===== config.mk =====
export PLATFORM = sky130hd
export DESIGN_NAME = dma_wh_bridge
export DESIGN_NICKNAME = d
export VERILOG_FILES = /design/src/dma_wh_pkg.sv /design/src/dma_wh_bridge.sv /design/src/dma_wh_return_buf.sv /design/src/dma_wh_rx.sv /design/src/dma_wh_tx.sv
export SDC_FILE = /design/constraint.sdc
export NUM_CORES = 1
export LEC_CHECK = 0
export BUFFER_PORTS_ARGS = -buffer_cell sky130_fd_sc_hd__buf_2
export CAP_MARGIN = 20
export CORE_ASPECT_RATIO = 0.9
export CORE_MARGIN = 1
export CORE_UTILIZATION = 58
export DETAILED_ROUTE_END_ITERATION = 6
export GPL_TIMING_DRIVEN = 1
export PLACE_DENSITY = 0.92
export SYNTH_ARGS = -nofsm -noshare
export SYNTH_HDL_FRONTEND = slang
export SYNTH_HIERARCHICAL = 1
export SYNTH_SLANG_ARGS = --single-unit

===== constraint.sdc =====
create_clock -name clk_i -period 4 [get_ports clk_i]
set_input_delay 0.8 -clock clk_i [delete_from_list [all_inputs] [get_ports clk_i]]
set_output_delay 0.8 -clock clk_i [all_outputs]
set_load 0.01 [all_outputs]

===== src/dma_wh_pkg.sv =====
package dma_wh_pkg;

  // link and dma sizes
  localparam int FLIT_W = 64;
  localparam int ADDR_W = 32;
  localparam int BURST_LEN = 4;

  // wormhole header field widths
  localparam int CORD_W = 8;
  localparam int CID_W = 4;
  // must be able to hold BURST_LEN+1
  localparam int LEN_W = 4;

  // far side buffer depth seen by the outgoing link
  localparam int LINK_CREDITS = 4;
  // local return buffer depth, also the credits granted to the far side
  localparam int RETURN_DEPTH = 4;

  // dma packet queue in front of the send FSM
  localparam int PKT_Q_DEPTH = 2;

  // derived widths
  localparam int BEAT_W = $clog2(BURST_LEN);
  localparam int CREDIT_W = $clog2(LINK_CREDITS + 1);
  localparam int RET_PTR_W = $clog2(RETURN_DEPTH);
  localparam int RET_CNT_W = $clog2(RETURN_DEPTH + 1);
  localparam int PKT_CNT_W = $clog2(PKT_Q_DEPTH + 1);

  // header padding fills the flit above the real fields
  localparam int HDR_PAD_W = FLIT_W - 1 - 2 * CID_W - 2 * CORD_W - LEN_W;

  // request from the cache
  typedef struct packed {
    logic              write_not_read;
    logic [ADDR_W-1:0] addr;
  } dma_pkt_t;

  // first flit of every packet on the link
  typedef struct packed {
    logic [HDR_PAD_W-1:0] unused;
    logic                 write_not_read;
    logic [CID_W-1:0]     src_cid;
    logic [CORD_W-1:0]    src_cord;
    // flits following the header
    logic [LEN_W-1:0]     len;
    logic [CORD_W-1:0]    cord;
    logic [CID_W-1:0]     cid;
  } wh_header_t;

  // one link beat, last marks the tail of a packet
  typedef struct packed {
    logic [FLIT_W-1:0] data;
    logic              last;
  } flit_t;

  // send FSM
  // idle is only passed once after reset
  typedef enum logic [1:0] {
    SEND_IDLE,
    SEND_HDR,
    SEND_ADDR,
    SEND_DATA
  } send_state_e;

  // receive FSM
  typedef enum logic {
    RECV_HDR,
    RECV_DATA
  } recv_state_e;

endpackage


===== src/dma_wh_bridge.sv =====
`timescale 1ns/1ps

module dma_wh_bridge (
  input  logic                          clk_i,
  input  logic                          reset_i,
  // cache dma side
  input  dma_wh_pkg::dma_pkt_t          dma_pkt_i,
  input  logic                          dma_pkt_v_i,
  output logic                          dma_pkt_yumi_o,
  input  logic [dma_wh_pkg::FLIT_W-1:0] dma_wdata_i,
  input  logic                          dma_wdata_v_i,
  output logic                          dma_wdata_yumi_o,
  output logic [dma_wh_pkg::FLIT_W-1:0] dma_rdata_o,
  output logic                          dma_rdata_v_o,
  input  logic                          dma_rdata_ready_i,
  // outgoing link
  output dma_wh_pkg::flit_t             link_flit_o,
  output logic                          link_flit_v_o,
  input  logic                          link_credit_i,
  // incoming link
  input  dma_wh_pkg::flit_t             link_flit_i,
  input  logic                          link_flit_v_i,
  output logic                          link_credit_o,
  // static configuration
  input  logic [dma_wh_pkg::CORD_W-1:0] my_cord_i,
  input  logic [dma_wh_pkg::CID_W-1:0]  my_cid_i,
  input  logic [dma_wh_pkg::CORD_W-1:0] dest_cord_i,
  input  logic [dma_wh_pkg::CID_W-1:0]  dest_cid_i
);
  import dma_wh_pkg::*;

  flit_t buf_flit;
  logic  buf_v;
  logic  buf_pop;

  dma_wh_tx dma_wh_tx_inst (
    .clk_i            (clk_i),
    .reset_i          (reset_i),
    .dma_pkt_i        (dma_pkt_i),
    .dma_pkt_v_i      (dma_pkt_v_i),
    .dma_pkt_yumi_o   (dma_pkt_yumi_o),
    .dma_wdata_i      (dma_wdata_i),
    .dma_wdata_v_i    (dma_wdata_v_i),
    .dma_wdata_yumi_o (dma_wdata_yumi_o),
    .link_flit_o      (link_flit_o),
    .link_flit_v_o    (link_flit_v_o),
    .link_credit_i    (link_credit_i),
    .my_cord_i        (my_cord_i),
    .my_cid_i         (my_cid_i),
    .dest_cord_i      (dest_cord_i),
    .dest_cid_i       (dest_cid_i)
  );

  // every incoming flit lands here first
  dma_wh_return_buf dma_wh_return_buf_inst (
    .clk_i    (clk_i),
    .reset_i  (reset_i),
    .flit_i   (link_flit_i),
    .flit_v_i (link_flit_v_i),
    .pop_i    (buf_pop),
    .flit_o   (buf_flit),
    .flit_v_o (buf_v),
    .credit_o (link_credit_o)
  );

  dma_wh_rx dma_wh_rx_inst (
    .clk_i             (clk_i),
    .reset_i           (reset_i),
    .buf_flit_i        (buf_flit),
    .buf_v_i           (buf_v),
    .dma_rdata_ready_i (dma_rdata_ready_i),
    .buf_pop_o         (buf_pop),
    .dma_rdata_o       (dma_rdata_o),
    .dma_rdata_v_o     (dma_rdata_v_o)
  );

endmodule


===== src/dma_wh_return_buf.sv =====
`timescale 1ns/1ps

module dma_wh_return_buf (
  input  logic              clk_i,
  input  logic              reset_i,
  input  dma_wh_pkg::flit_t flit_i,
  input  logic              flit_v_i,
  input  logic              pop_i,
  output dma_wh_pkg::flit_t flit_o,
  output logic              flit_v_o,
  output logic              credit_o
);
  import dma_wh_pkg::*;

  flit_t                mem [RETURN_DEPTH];
  logic [RET_PTR_W-1:0] wr_ptr;
  logic [RET_PTR_W-1:0] rd_ptr;
  logic [RET_CNT_W-1:0] cnt;
  logic                 full;

  assign full     = (cnt == RET_CNT_W'(RETURN_DEPTH));
  assign flit_v_o = (cnt != '0);
  assign flit_o   = mem[rd_ptr];

  // far side only sends with a credit, so no full check on push
  always_ff @(posedge clk_i) begin
    if (flit_v_i) begin
      mem[wr_ptr] <= flit_i;
    end
  end

  always_ff @(posedge clk_i) begin
    if (reset_i) begin
      wr_ptr   <= '0;
      rd_ptr   <= '0;
      cnt      <= '0;
      credit_o <= 1'b0;
    end else begin
      if (flit_v_i) begin
        wr_ptr <= (wr_ptr == RET_PTR_W'(RETURN_DEPTH - 1)) ? '0 : wr_ptr + 1'b1;
      end
      if (pop_i) begin
        rd_ptr <= (rd_ptr == RET_PTR_W'(RETURN_DEPTH - 1)) ? '0 : rd_ptr + 1'b1;
      end
      cnt <= cnt + RET_CNT_W'(flit_v_i) - RET_CNT_W'(pop_i);
      // one slot freed, one credit back a cycle later
      credit_o <= pop_i;
    end
  end

  // a full buffer means every credit is out, so the link must be quiet
  a_no_write_full: assert property (@(posedge clk_i) disable iff (reset_i)
    flit_v_i |-> !full)
    else $error("return buffer written while full");

  a_no_pop_empty: assert property (@(posedge clk_i) disable iff (reset_i)
    pop_i |-> flit_v_o)
    else $error("return buffer popped while empty");

endmodule


===== src/dma_wh_rx.sv =====
`timescale 1ns/1ps

module dma_wh_rx (
  input  logic                          clk_i,
  input  logic                          reset_i,
  input  dma_wh_pkg::flit_t             buf_flit_i,
  input  logic                          buf_v_i,
  input  logic                          dma_rdata_ready_i,
  output logic                          buf_pop_o,
  output logic [dma_wh_pkg::FLIT_W-1:0] dma_rdata_o,
  output logic                          dma_rdata_v_o
);
  import dma_wh_pkg::*;

  recv_state_e       state_r;
  recv_state_e       state_n;
  logic [BEAT_W-1:0] beat_r;
  logic [BEAT_W-1:0] beat_n;
  logic              beat_last;

  assign beat_last = (beat_r == BEAT_W'(BURST_LEN - 1));

  always_comb begin
    state_n       = state_r;
    beat_n        = beat_r;
    buf_pop_o     = 1'b0;
    dma_rdata_v_o = 1'b0;
    // fill data straight from the buffer head
    dma_rdata_o   = buf_flit_i.data;
    case (state_r)
      RECV_HDR: begin
        // returned header is dropped, the cache never sees it
        buf_pop_o = buf_v_i;
        if (buf_v_i) begin
          state_n = RECV_DATA;
        end
      end
      RECV_DATA: begin
        dma_rdata_v_o = buf_v_i;
        buf_pop_o     = buf_v_i & dma_rdata_ready_i;
        if (buf_pop_o) begin
          if (beat_last) begin
            beat_n  = '0;
            state_n = RECV_HDR;
          end else begin
            beat_n = beat_r + 1'b1;
          end
        end
      end
      default: begin
        state_n = RECV_HDR;
      end
    endcase
  end

  always_ff @(posedge clk_i) begin
    if (reset_i) begin
      state_r <= RECV_HDR;
      beat_r  <= '0;
    end else begin
      state_r <= state_n;
      beat_r  <= beat_n;
    end
  end

  // tail marking from the far side must agree with the local beat count
  a_last_on_final_beat: assert property (@(posedge clk_i) disable iff (reset_i)
    (state_r == RECV_DATA && buf_pop_o) |-> (buf_flit_i.last == beat_last))
    else $error("fill flit last bit does not match beat %0d", beat_r);

endmodule


===== src/dma_wh_tx.sv =====
`timescale 1ns/1ps

module dma_wh_tx (
  input  logic                          clk_i,
  input  logic                          reset_i,
  input  dma_wh_pkg::dma_pkt_t          dma_pkt_i,
  input  logic                          dma_pkt_v_i,
  output logic                          dma_pkt_yumi_o,
  input  logic [dma_wh_pkg::FLIT_W-1:0] dma_wdata_i,
  input  logic                          dma_wdata_v_i,
  output logic                          dma_wdata_yumi_o,
  output dma_wh_pkg::flit_t             link_flit_o,
  output logic                          link_flit_v_o,
  input  logic                          link_credit_i,
  input  logic [dma_wh_pkg::CORD_W-1:0] my_cord_i,
  input  logic [dma_wh_pkg::CID_W-1:0]  my_cid_i,
  input  logic [dma_wh_pkg::CORD_W-1:0] dest_cord_i,
  input  logic [dma_wh_pkg::CID_W-1:0]  dest_cid_i
);
  import dma_wh_pkg::*;

  // packet queue, two entries so a writeback and a fill go out back to back
  dma_pkt_t             pkt_q [PKT_Q_DEPTH];
  logic                 q_wr_ptr;
  logic                 q_rd_ptr;
  logic [PKT_CNT_W-1:0] q_cnt;
  logic                 q_push;
  logic                 q_pop;
  dma_pkt_t             head_pkt;
  logic                 head_v;

  send_state_e          state_r;
  send_state_e          state_n;
  logic [BEAT_W-1:0]    beat_r;
  logic [BEAT_W-1:0]    beat_n;
  logic [CREDIT_W-1:0]  credit_r;
  logic                 credit_ok;
  logic                 beat_last;
  wh_header_t           hdr;

  assign q_push = dma_pkt_v_i & (q_cnt != PKT_CNT_W'(PKT_Q_DEPTH));
  assign dma_pkt_yumi_o = q_push;
  assign head_pkt = pkt_q[q_rd_ptr];
  assign head_v = (q_cnt != '0);

  always_ff @(posedge clk_i) begin
    if (q_push) begin
      pkt_q[q_wr_ptr] <= dma_pkt_i;
    end
  end

  always_ff @(posedge clk_i) begin
    if (reset_i) begin
      q_wr_ptr <= 1'b0;
      q_rd_ptr <= 1'b0;
      q_cnt    <= '0;
    end else begin
      if (q_push) begin
        q_wr_ptr <= ~q_wr_ptr;
      end
      if (q_pop) begin
        q_rd_ptr <= ~q_rd_ptr;
      end
      q_cnt <= q_cnt + PKT_CNT_W'(q_push) - PKT_CNT_W'(q_pop);
    end
  end

  // header for the packet at the queue head
  always_comb begin
    hdr                = '0;
    hdr.write_not_read = head_pkt.write_not_read;
    hdr.src_cid        = my_cid_i;
    hdr.src_cord       = my_cord_i;
    // write carries addr plus the burst, read only the addr
    hdr.len            = head_pkt.write_not_read ? LEN_W'(BURST_LEN + 1) : LEN_W'(1);
    hdr.cord           = dest_cord_i;
    hdr.cid            = dest_cid_i;
  end

  assign credit_ok = (credit_r != '0);
  assign beat_last = (beat_r == BEAT_W'(BURST_LEN - 1));

  always_comb begin
    state_n          = state_r;
    beat_n           = beat_r;
    q_pop            = 1'b0;
    link_flit_v_o    = 1'b0;
    dma_wdata_yumi_o = 1'b0;
    link_flit_o.data = dma_wdata_i;
    link_flit_o.last = 1'b0;
    case (state_r)
      SEND_IDLE: begin
        state_n = SEND_HDR;
      end
      SEND_HDR: begin
        link_flit_o.data = hdr;
        if (head_v && credit_ok) begin
          link_flit_v_o = 1'b1;
          state_n       = SEND_ADDR;
        end
      end
      SEND_ADDR: begin
        link_flit_o.data = FLIT_W'(head_pkt.addr);
        // a read ends with its address flit
        link_flit_o.last = ~head_pkt.write_not_read;
        if (credit_ok) begin
          link_flit_v_o = 1'b1;
          q_pop         = 1'b1;
          state_n       = head_pkt.write_not_read ? SEND_DATA : SEND_HDR;
        end
      end
      SEND_DATA: begin
        link_flit_o.last = beat_last;
        if (credit_ok && dma_wdata_v_i) begin
          link_flit_v_o    = 1'b1;
          dma_wdata_yumi_o = 1'b1;
          if (beat_last) begin
            beat_n  = '0;
            state_n = SEND_HDR;
          end else begin
            beat_n = beat_r + 1'b1;
          end
        end
      end
      default: begin
        state_n = SEND_HDR;
      end
    endcase
  end

  always_ff @(posedge clk_i) begin
    if (reset_i) begin
      state_r  <= SEND_IDLE;
      beat_r   <= '0;
      credit_r <= CREDIT_W'(LINK_CREDITS);
    end else begin
      state_r  <= state_n;
      beat_r   <= beat_n;
      // return and spend may land in the same cycle
      credit_r <= credit_r + CREDIT_W'(link_credit_i) - CREDIT_W'(link_flit_v_o);
    end
  end

  // far side never frees more slots than it owns
  a_credit_bound: assert property (@(posedge clk_i) disable iff (reset_i)
    credit_r <= CREDIT_W'(LINK_CREDITS))
    else $error("tx credit count above LINK_CREDITS");

  a_send_needs_credit: assert property (@(posedge clk_i) disable iff (reset_i)
    link_flit_v_o |-> (credit_r != '0))
    else $error("flit sent without a credit");

endmodule


==> impl_metrics.json, run 1 <==
{
  "status": "finished clean",
  "post-route-min-period_ns": 3.43,
  "numCtsBuffers": 36,
  "cts_resized": 0,
  "synth_cells": 778,
  "worstHoldPathType": "input port to flop",
  "antenna_found_initial": 3,
  "grt_max_degree": 65,
  "port_buffers": 325,
  "rows": 54,
  "synth_area_per_cell_um2": 18.3,
  "setup_viol": 0,
  "die_h_um": 151,
  "arrival_ns": 2.63,
  "cts-root-buf": "clkbuf_16",
  "via_count": 7925,
  "clk_latency_ns": 0.51,
  "fin_nets": 1264,
  "grt_pass1_vias": 8046,
  "core_um2": 24200,
  "maxSlewViolCount": 0,
  "rsz0062_at_grt": "false",
  "worstPathRequired_ns": 3.20,
  "worstMarginPinSlew_ns": 0.986,
  "hold_buffers": 0,
  "clk_path_buf_depth": 3,
  "firstDrtPassIters": 5,
  "grtUsageTotal_pct": 23.5,
  "die_area_um2": 25200,
  "cts_sinks": 347,
  "h-tree-depth": 2,
  "wl_per_cell_um": 21.8,
  "vdd_drop_max_mv": 0.529,
  "end_kind": "primary output",
  "grt_overflow": 0,
  "fmax_ghz": 0.292,
  "initial_core_util_pct": 59.0,
  "post_drt_via_cell_ratio": 5.72,
  "drt_iter0_markers": 662,
  "postCtsSetupRepairBufs": 0,
  "ant_nets": 0,
  "reg2reg_slack_ns": 1.29,
  "fp.dieW_um": 167,
  "io-pin-count": 327,
  "syn_area_um2": 14300,
  "maxCapViolations": 0,
  "grt_pass1_wl_mm": 44.0,
  "wirelength_mm": 30.2,
  "finalHoldViolCount": 0,
  "power_density_nw_per_um2": 667,
  "drc": 0,
  "cts_tree": "done",
  "finClkSkew_ns": 0.0158,
  "drive_gt1_share_pct": 43.8,
  "gp_congestion": 0.863,
  "fin_crit_sh_pct": 85.6,
  "maxSlewHeadroom_pct": 34.3,
  "syn_nets": 991,
  "start_kind": "flop",
  "yosysWarningCount": 6,
  "hold_depth": 1,
  "fin_total_pwr_mw": 11.2,
  "power_leakage_nw": 6.22,
  "tns_ns": 0,
  "crit_path_max_fanout": 64,
  "dpl.hpwl_mm": 19.8,
  "setup.worst_path.class": "flop to primary output",
  "path_clk_slew_ns": 0.06,
  "areaGrowthSynthToFinish_pct": 17.8,
  "reg2reg_depth": 9
}
[layout by cell type, fill, tap and decap left out, types with 2 or more instances in the layout]
cell and count:
a21oi_1 34, a22oi_1 24, and2_4 5, buf_12 2, buf_2 325, buf_4 7
bufinv_16 3, clkbuf_1 6, clkbuf_16 37, clkinv_1 8, clkinv_2 5, dfxtp_1 23
edfxtp_1 322, fa_1 2, ha_1 17, inv_1 24, mux2_1 22, mux2_2 5
mux2i_1 10, mux4_2 64, nand2_1 4, nand2b_1 5, nor2_1 36, nor2_2 2
nor2b_1 41, o21ai_1 2, o22ai_1 5, or3_1 2, or3b_2 2, xnor2_1 5
[metal layers]
metal | share of wire (%) | up-vias | track usage [%]
met5 | 0.043 | - | 0
met4 | 3.8 | 2 | 10.4
met3 | 7.9 | 85 | 5.10
met2 | 52 | 388 | 41.0
met1 | 36 | 3937 | 28.5
li1 | - | 3513 | -
[path summary, 6_finish.rpt]
kind	end	start
max	link_flit_o[27]	dma_wh_tx_inst/state_r[0]
min	dma_wh_tx_inst/pkt_q[1][10]	dma_pkt_i[10]
max reg2reg	dma_wh_tx_inst/credit_r[1]	dma_wh_tx_inst/state_r[1]
min reg2reg	dma_wh_tx_inst/beat_r[0]	dma_wh_tx_inst/beat_r[0]
[through the flow]
stage / setup slack, ns / instances / utilization, % / hold WS (ns) / cell area [um^2]
2_1_floorplan: 1.25 / 778 / - / 0.449 / 14300
3_3_place_gp: 1.24 / 1321 / 64.7 / 0.459 / 15700
3_5_place_dp: 1.15 / 1321 / 64.7 / 0.485 / 15700
4_1_cts: 0.596 / 1384 / 69.4 / 0.449 / 16800
5_1_grt: 0.425 / 1384 / 69.4 / 0.451 / 16800
6_report: 0.574 / 1385 / 69.5 / 0.471 / 16800
[report_power, final]
part           switching (mW)  internal, mW
clock network            1.32          1.90
registers               0.188          4.28
logic                    1.93          1.58
[sequential cells by signal, summed over array words and instances (netlist names), 2 cells and up, named ones only]
signal                         cells
dma_wh_return_buf_inst/mem       256
dma_wh_tx_inst/pkt_q              66
dma_wh_return_buf_inst/cnt         3
dma_wh_tx_inst/credit_r            3
dma_wh_return_buf_inst/rd_ptr      2
dma_wh_return_buf_inst/wr_ptr      2
dma_wh_rx_inst/beat_r              2
dma_wh_tx_inst/beat_r              2
dma_wh_tx_inst/q_cnt               2
dma_wh_tx_inst/state_r             2
[critical path: stages (launching register included)]
cell and delay (ns):
dfxtp_1 0.42, inv_1 0.12, ha_4 0.67, buf_4 0.42, nor2_1 0.11, a21oi_1 0.17
buf_2 0.16
[cell type report]
class	instances	area, um^2
Timing Repair Buffer	334	1720
Clock inverter	20	193
Sequential cell	347	10200
Multi-Input combinational cell	308	3290
Inverter	24	90.1
Tap cell	308	385
Fill cell	1515	7390
Antenna cell	1	2.50
Clock buffer	43	948
Power figures use the tool's default switching activity.
==> inputs of run 2 (changes only) <==
CORE_UTILIZATION = 54   (was 58)
PLACE_DENSITY = 0.87   (was 0.92)
clock period = 3.38 ns   (was 4 ns; I/O delays follow)
==> run 2 against run 1 <==
Effect of this change:
- highest routed layer unchanged
- global-route usage about the same
- via count up 0.33%
- clock-buffer cell count up 4
==> impl_metrics.json, run 2 (synthesis results as in run 1) <==
{
  "status": "finished clean",
  "multi_input_comb_area_um2": 3300,
  "grt_pass1_vias": 8242,
  "crit_path_max_fanout": 40,
  "die_area_um2": 27100,
  "antenna_found_initial": 5,
  "cp_cell_sequence": "inv_1 > ha_4 > buf_4 > nor2_1 > a21oi_1 > buf_2",
  "post-route-min-period_ns": 3.00,
  "numCtsBuffers": 37,
  "h-tree-depth": 2,
  "arrival_ns": 2.33,
  "n_fill_cell": 1750,
  "worstPathRequired_ns": 2.70,
  "postCtsSetupRepairBufs": 0,
  "start_kind": "flop",
  "reg_top3": "dma_wh_return_buf_inst/mem x256, dma_wh_tx_inst/pkt_q x66",
  "setup.worst_path.class": "flop to primary output",
  "initial_core_util_pct": 54.9,
  "wirelength_mm": 32.2,
  "dpl.hpwl_mm": 20.8,
  "maxSlewViolCount": 0,
  "core_um2": 26000,
  "fin_total_pwr_mw": 13.4,
  "cts_resized": 0,
  "maxSlewHeadroom_pct": 34.5,
  "path_clk_slew_ns": 0.06,
  "ant_nets": 0,
  "grt_max_degree": 65,
  "grtUsageTotal_pct": 23.5,
  "wl_per_cell_um": 22.4,
  "clk_path_buf_depth": 3,
  "final_cell_mix": "buf_2, edfxtp_1, mux4_2",
  "firstDrtPassIters": 5,
  "power_density_nw_per_um2": 790,
  "fin_nets": 1272,
  "worstHoldPathType": "input port to flop",
  "hold_buffers": 0,
  "finalHoldViolCount": 0,
  "die_h_um": 156,
  "vdd_drop_max_mv": 0.676,
  "port_buffers": 325,
  "post_drt_via_cell_ratio": 5.53,
  "worstMarginPinSlew_ns": 0.983,
  "cts_tree": "done",
  "grt_pass1_wl_mm": 47.4,
  "via_count": 7951,
  "rows": 56,
  "finClkSkew_ns": 0.00798,
  "maxCapViolations": 0,
  "setup_viol": 0,
  "drt_iter0_markers": 619,
  "fmax_ghz": 0.333,
  "io-pin-count": 327,
  "rsz0062_at_grt": "false",
  "cpPeakStageDelay_ns": 0.54,
  "drive_gt1_share_pct": 43.9,
  "areaGrowthSynthToFinish_pct": 18.8,
  "grt_overflow": 0,
  "cts-root-buf": "clkbuf_16",
  "ff_latch_area_um2": 10200,
  "fin_crit_sh_pct": 88.9,
  "mostFrequentLayoutCell": "buf_2",
  "power_leakage_nw": 6.26,
  "gp_congestion": 0.853,
  "cts_sinks": 347,
  "tns_ns": 0,
  "fp.dieW_um": 173,
  "end_kind": "primary output",
  "slowest_stage": "ha_4",
  "drc": 0,
  "largest_register_ffs": 256,
  "top_register": "dma_wh_return_buf_inst/mem",
  "clk_latency_ns": 0.51
}
## run 2: cell types whose count changed in the layout (fill, tap and decap cells not counted), moves of 2 or more
cell and delta:
nor2_2 -2, clkinv_8 +2, buf_4 +6, nor2_4 +2, clkbuf_1 +4, diode_2 +2
## run 2: area by class of cell
cell class | instances | share of cell area [%]
Sequential cell | 347 | 60.0
Multi-Input combinational cell | 308 | 19.5
Timing Repair Buffer | 341 | 10.5
Clock buffer | 47 | 5.68
Tap cell | 348 | 2.57
Clock inverter | 20 | 1.14
Inverter | 24 | 0.532
Antenna cell | 3 | 0.0443
## run 2: power by group
group / internal [mW] / switching (mW) / total [mW]
combinational: 1.90 / 2.29 / 4.19
sequential: 5.07 / 0.293 / 5.36
clock: 2.26 / 1.57 / 3.83
total: 9.23 / 4.16 / 13.4
## run 2: metal layers
| layer | up-vias | global-route usage (%) | wire length [um] |
|---|---|---|---|
| met5 | - | 0 | 8 |
| met4 | 2 | 9.31 | 1080 |
| met3 | 71 | 4.92 | 2480 |
| met2 | 386 | 40.5 | 16500 |
| met1 | 3972 | 29.4 | 12200 |
| li1 | 3520 | - | - |
## run 2: critical path: cells and delay by family (launching register included)
kind | cells | cell delay (ns)
buffers and inverters | 3 | 0.62
adders and majority gates | 1 | 0.54
DFF | 1 | 0.41
AOI/OAI and AO/OA | 1 | 0.14
and+or+nand+nor | 1 | 0.08
## run 2: path summary, 6_finish.rpt
kind                              start                          end  slack (ns)  depth (start not counted)
max           dma_wh_tx_inst/state_r[0]              link_flit_o[27]        0.38                          6
min                       dma_pkt_i[27]  dma_wh_tx_inst/pkt_q[0][27]        0.35                          1
max reg2reg  dma_wh_tx_inst/credit_r[1]   dma_wh_tx_inst/credit_r[2]        0.97                          9
min reg2reg    dma_wh_tx_inst/beat_r[0]     dma_wh_tx_inst/beat_r[0]        0.48                          2
## run 2: stage by stage
stage | hold WS [ns] | cells | area, um^2 | worst slack (ns) | utilization, %
2_1_floorplan | 0.449 | 778 | 14300 | 0.757 | -
3_3_place_gp | 0.460 | 1368 | 15800 | 0.853 | 60.7
3_5_place_dp | 0.472 | 1368 | 15800 | 0.807 | 60.7
4_1_cts | 0.329 | 1435 | 16900 | 0.348 | 65.2
5_1_grt | 0.332 | 1438 | 16900 | 0.252 | 65.2
6_report | 0.351 | 1438 | 16900 | 0.375 | 65.2
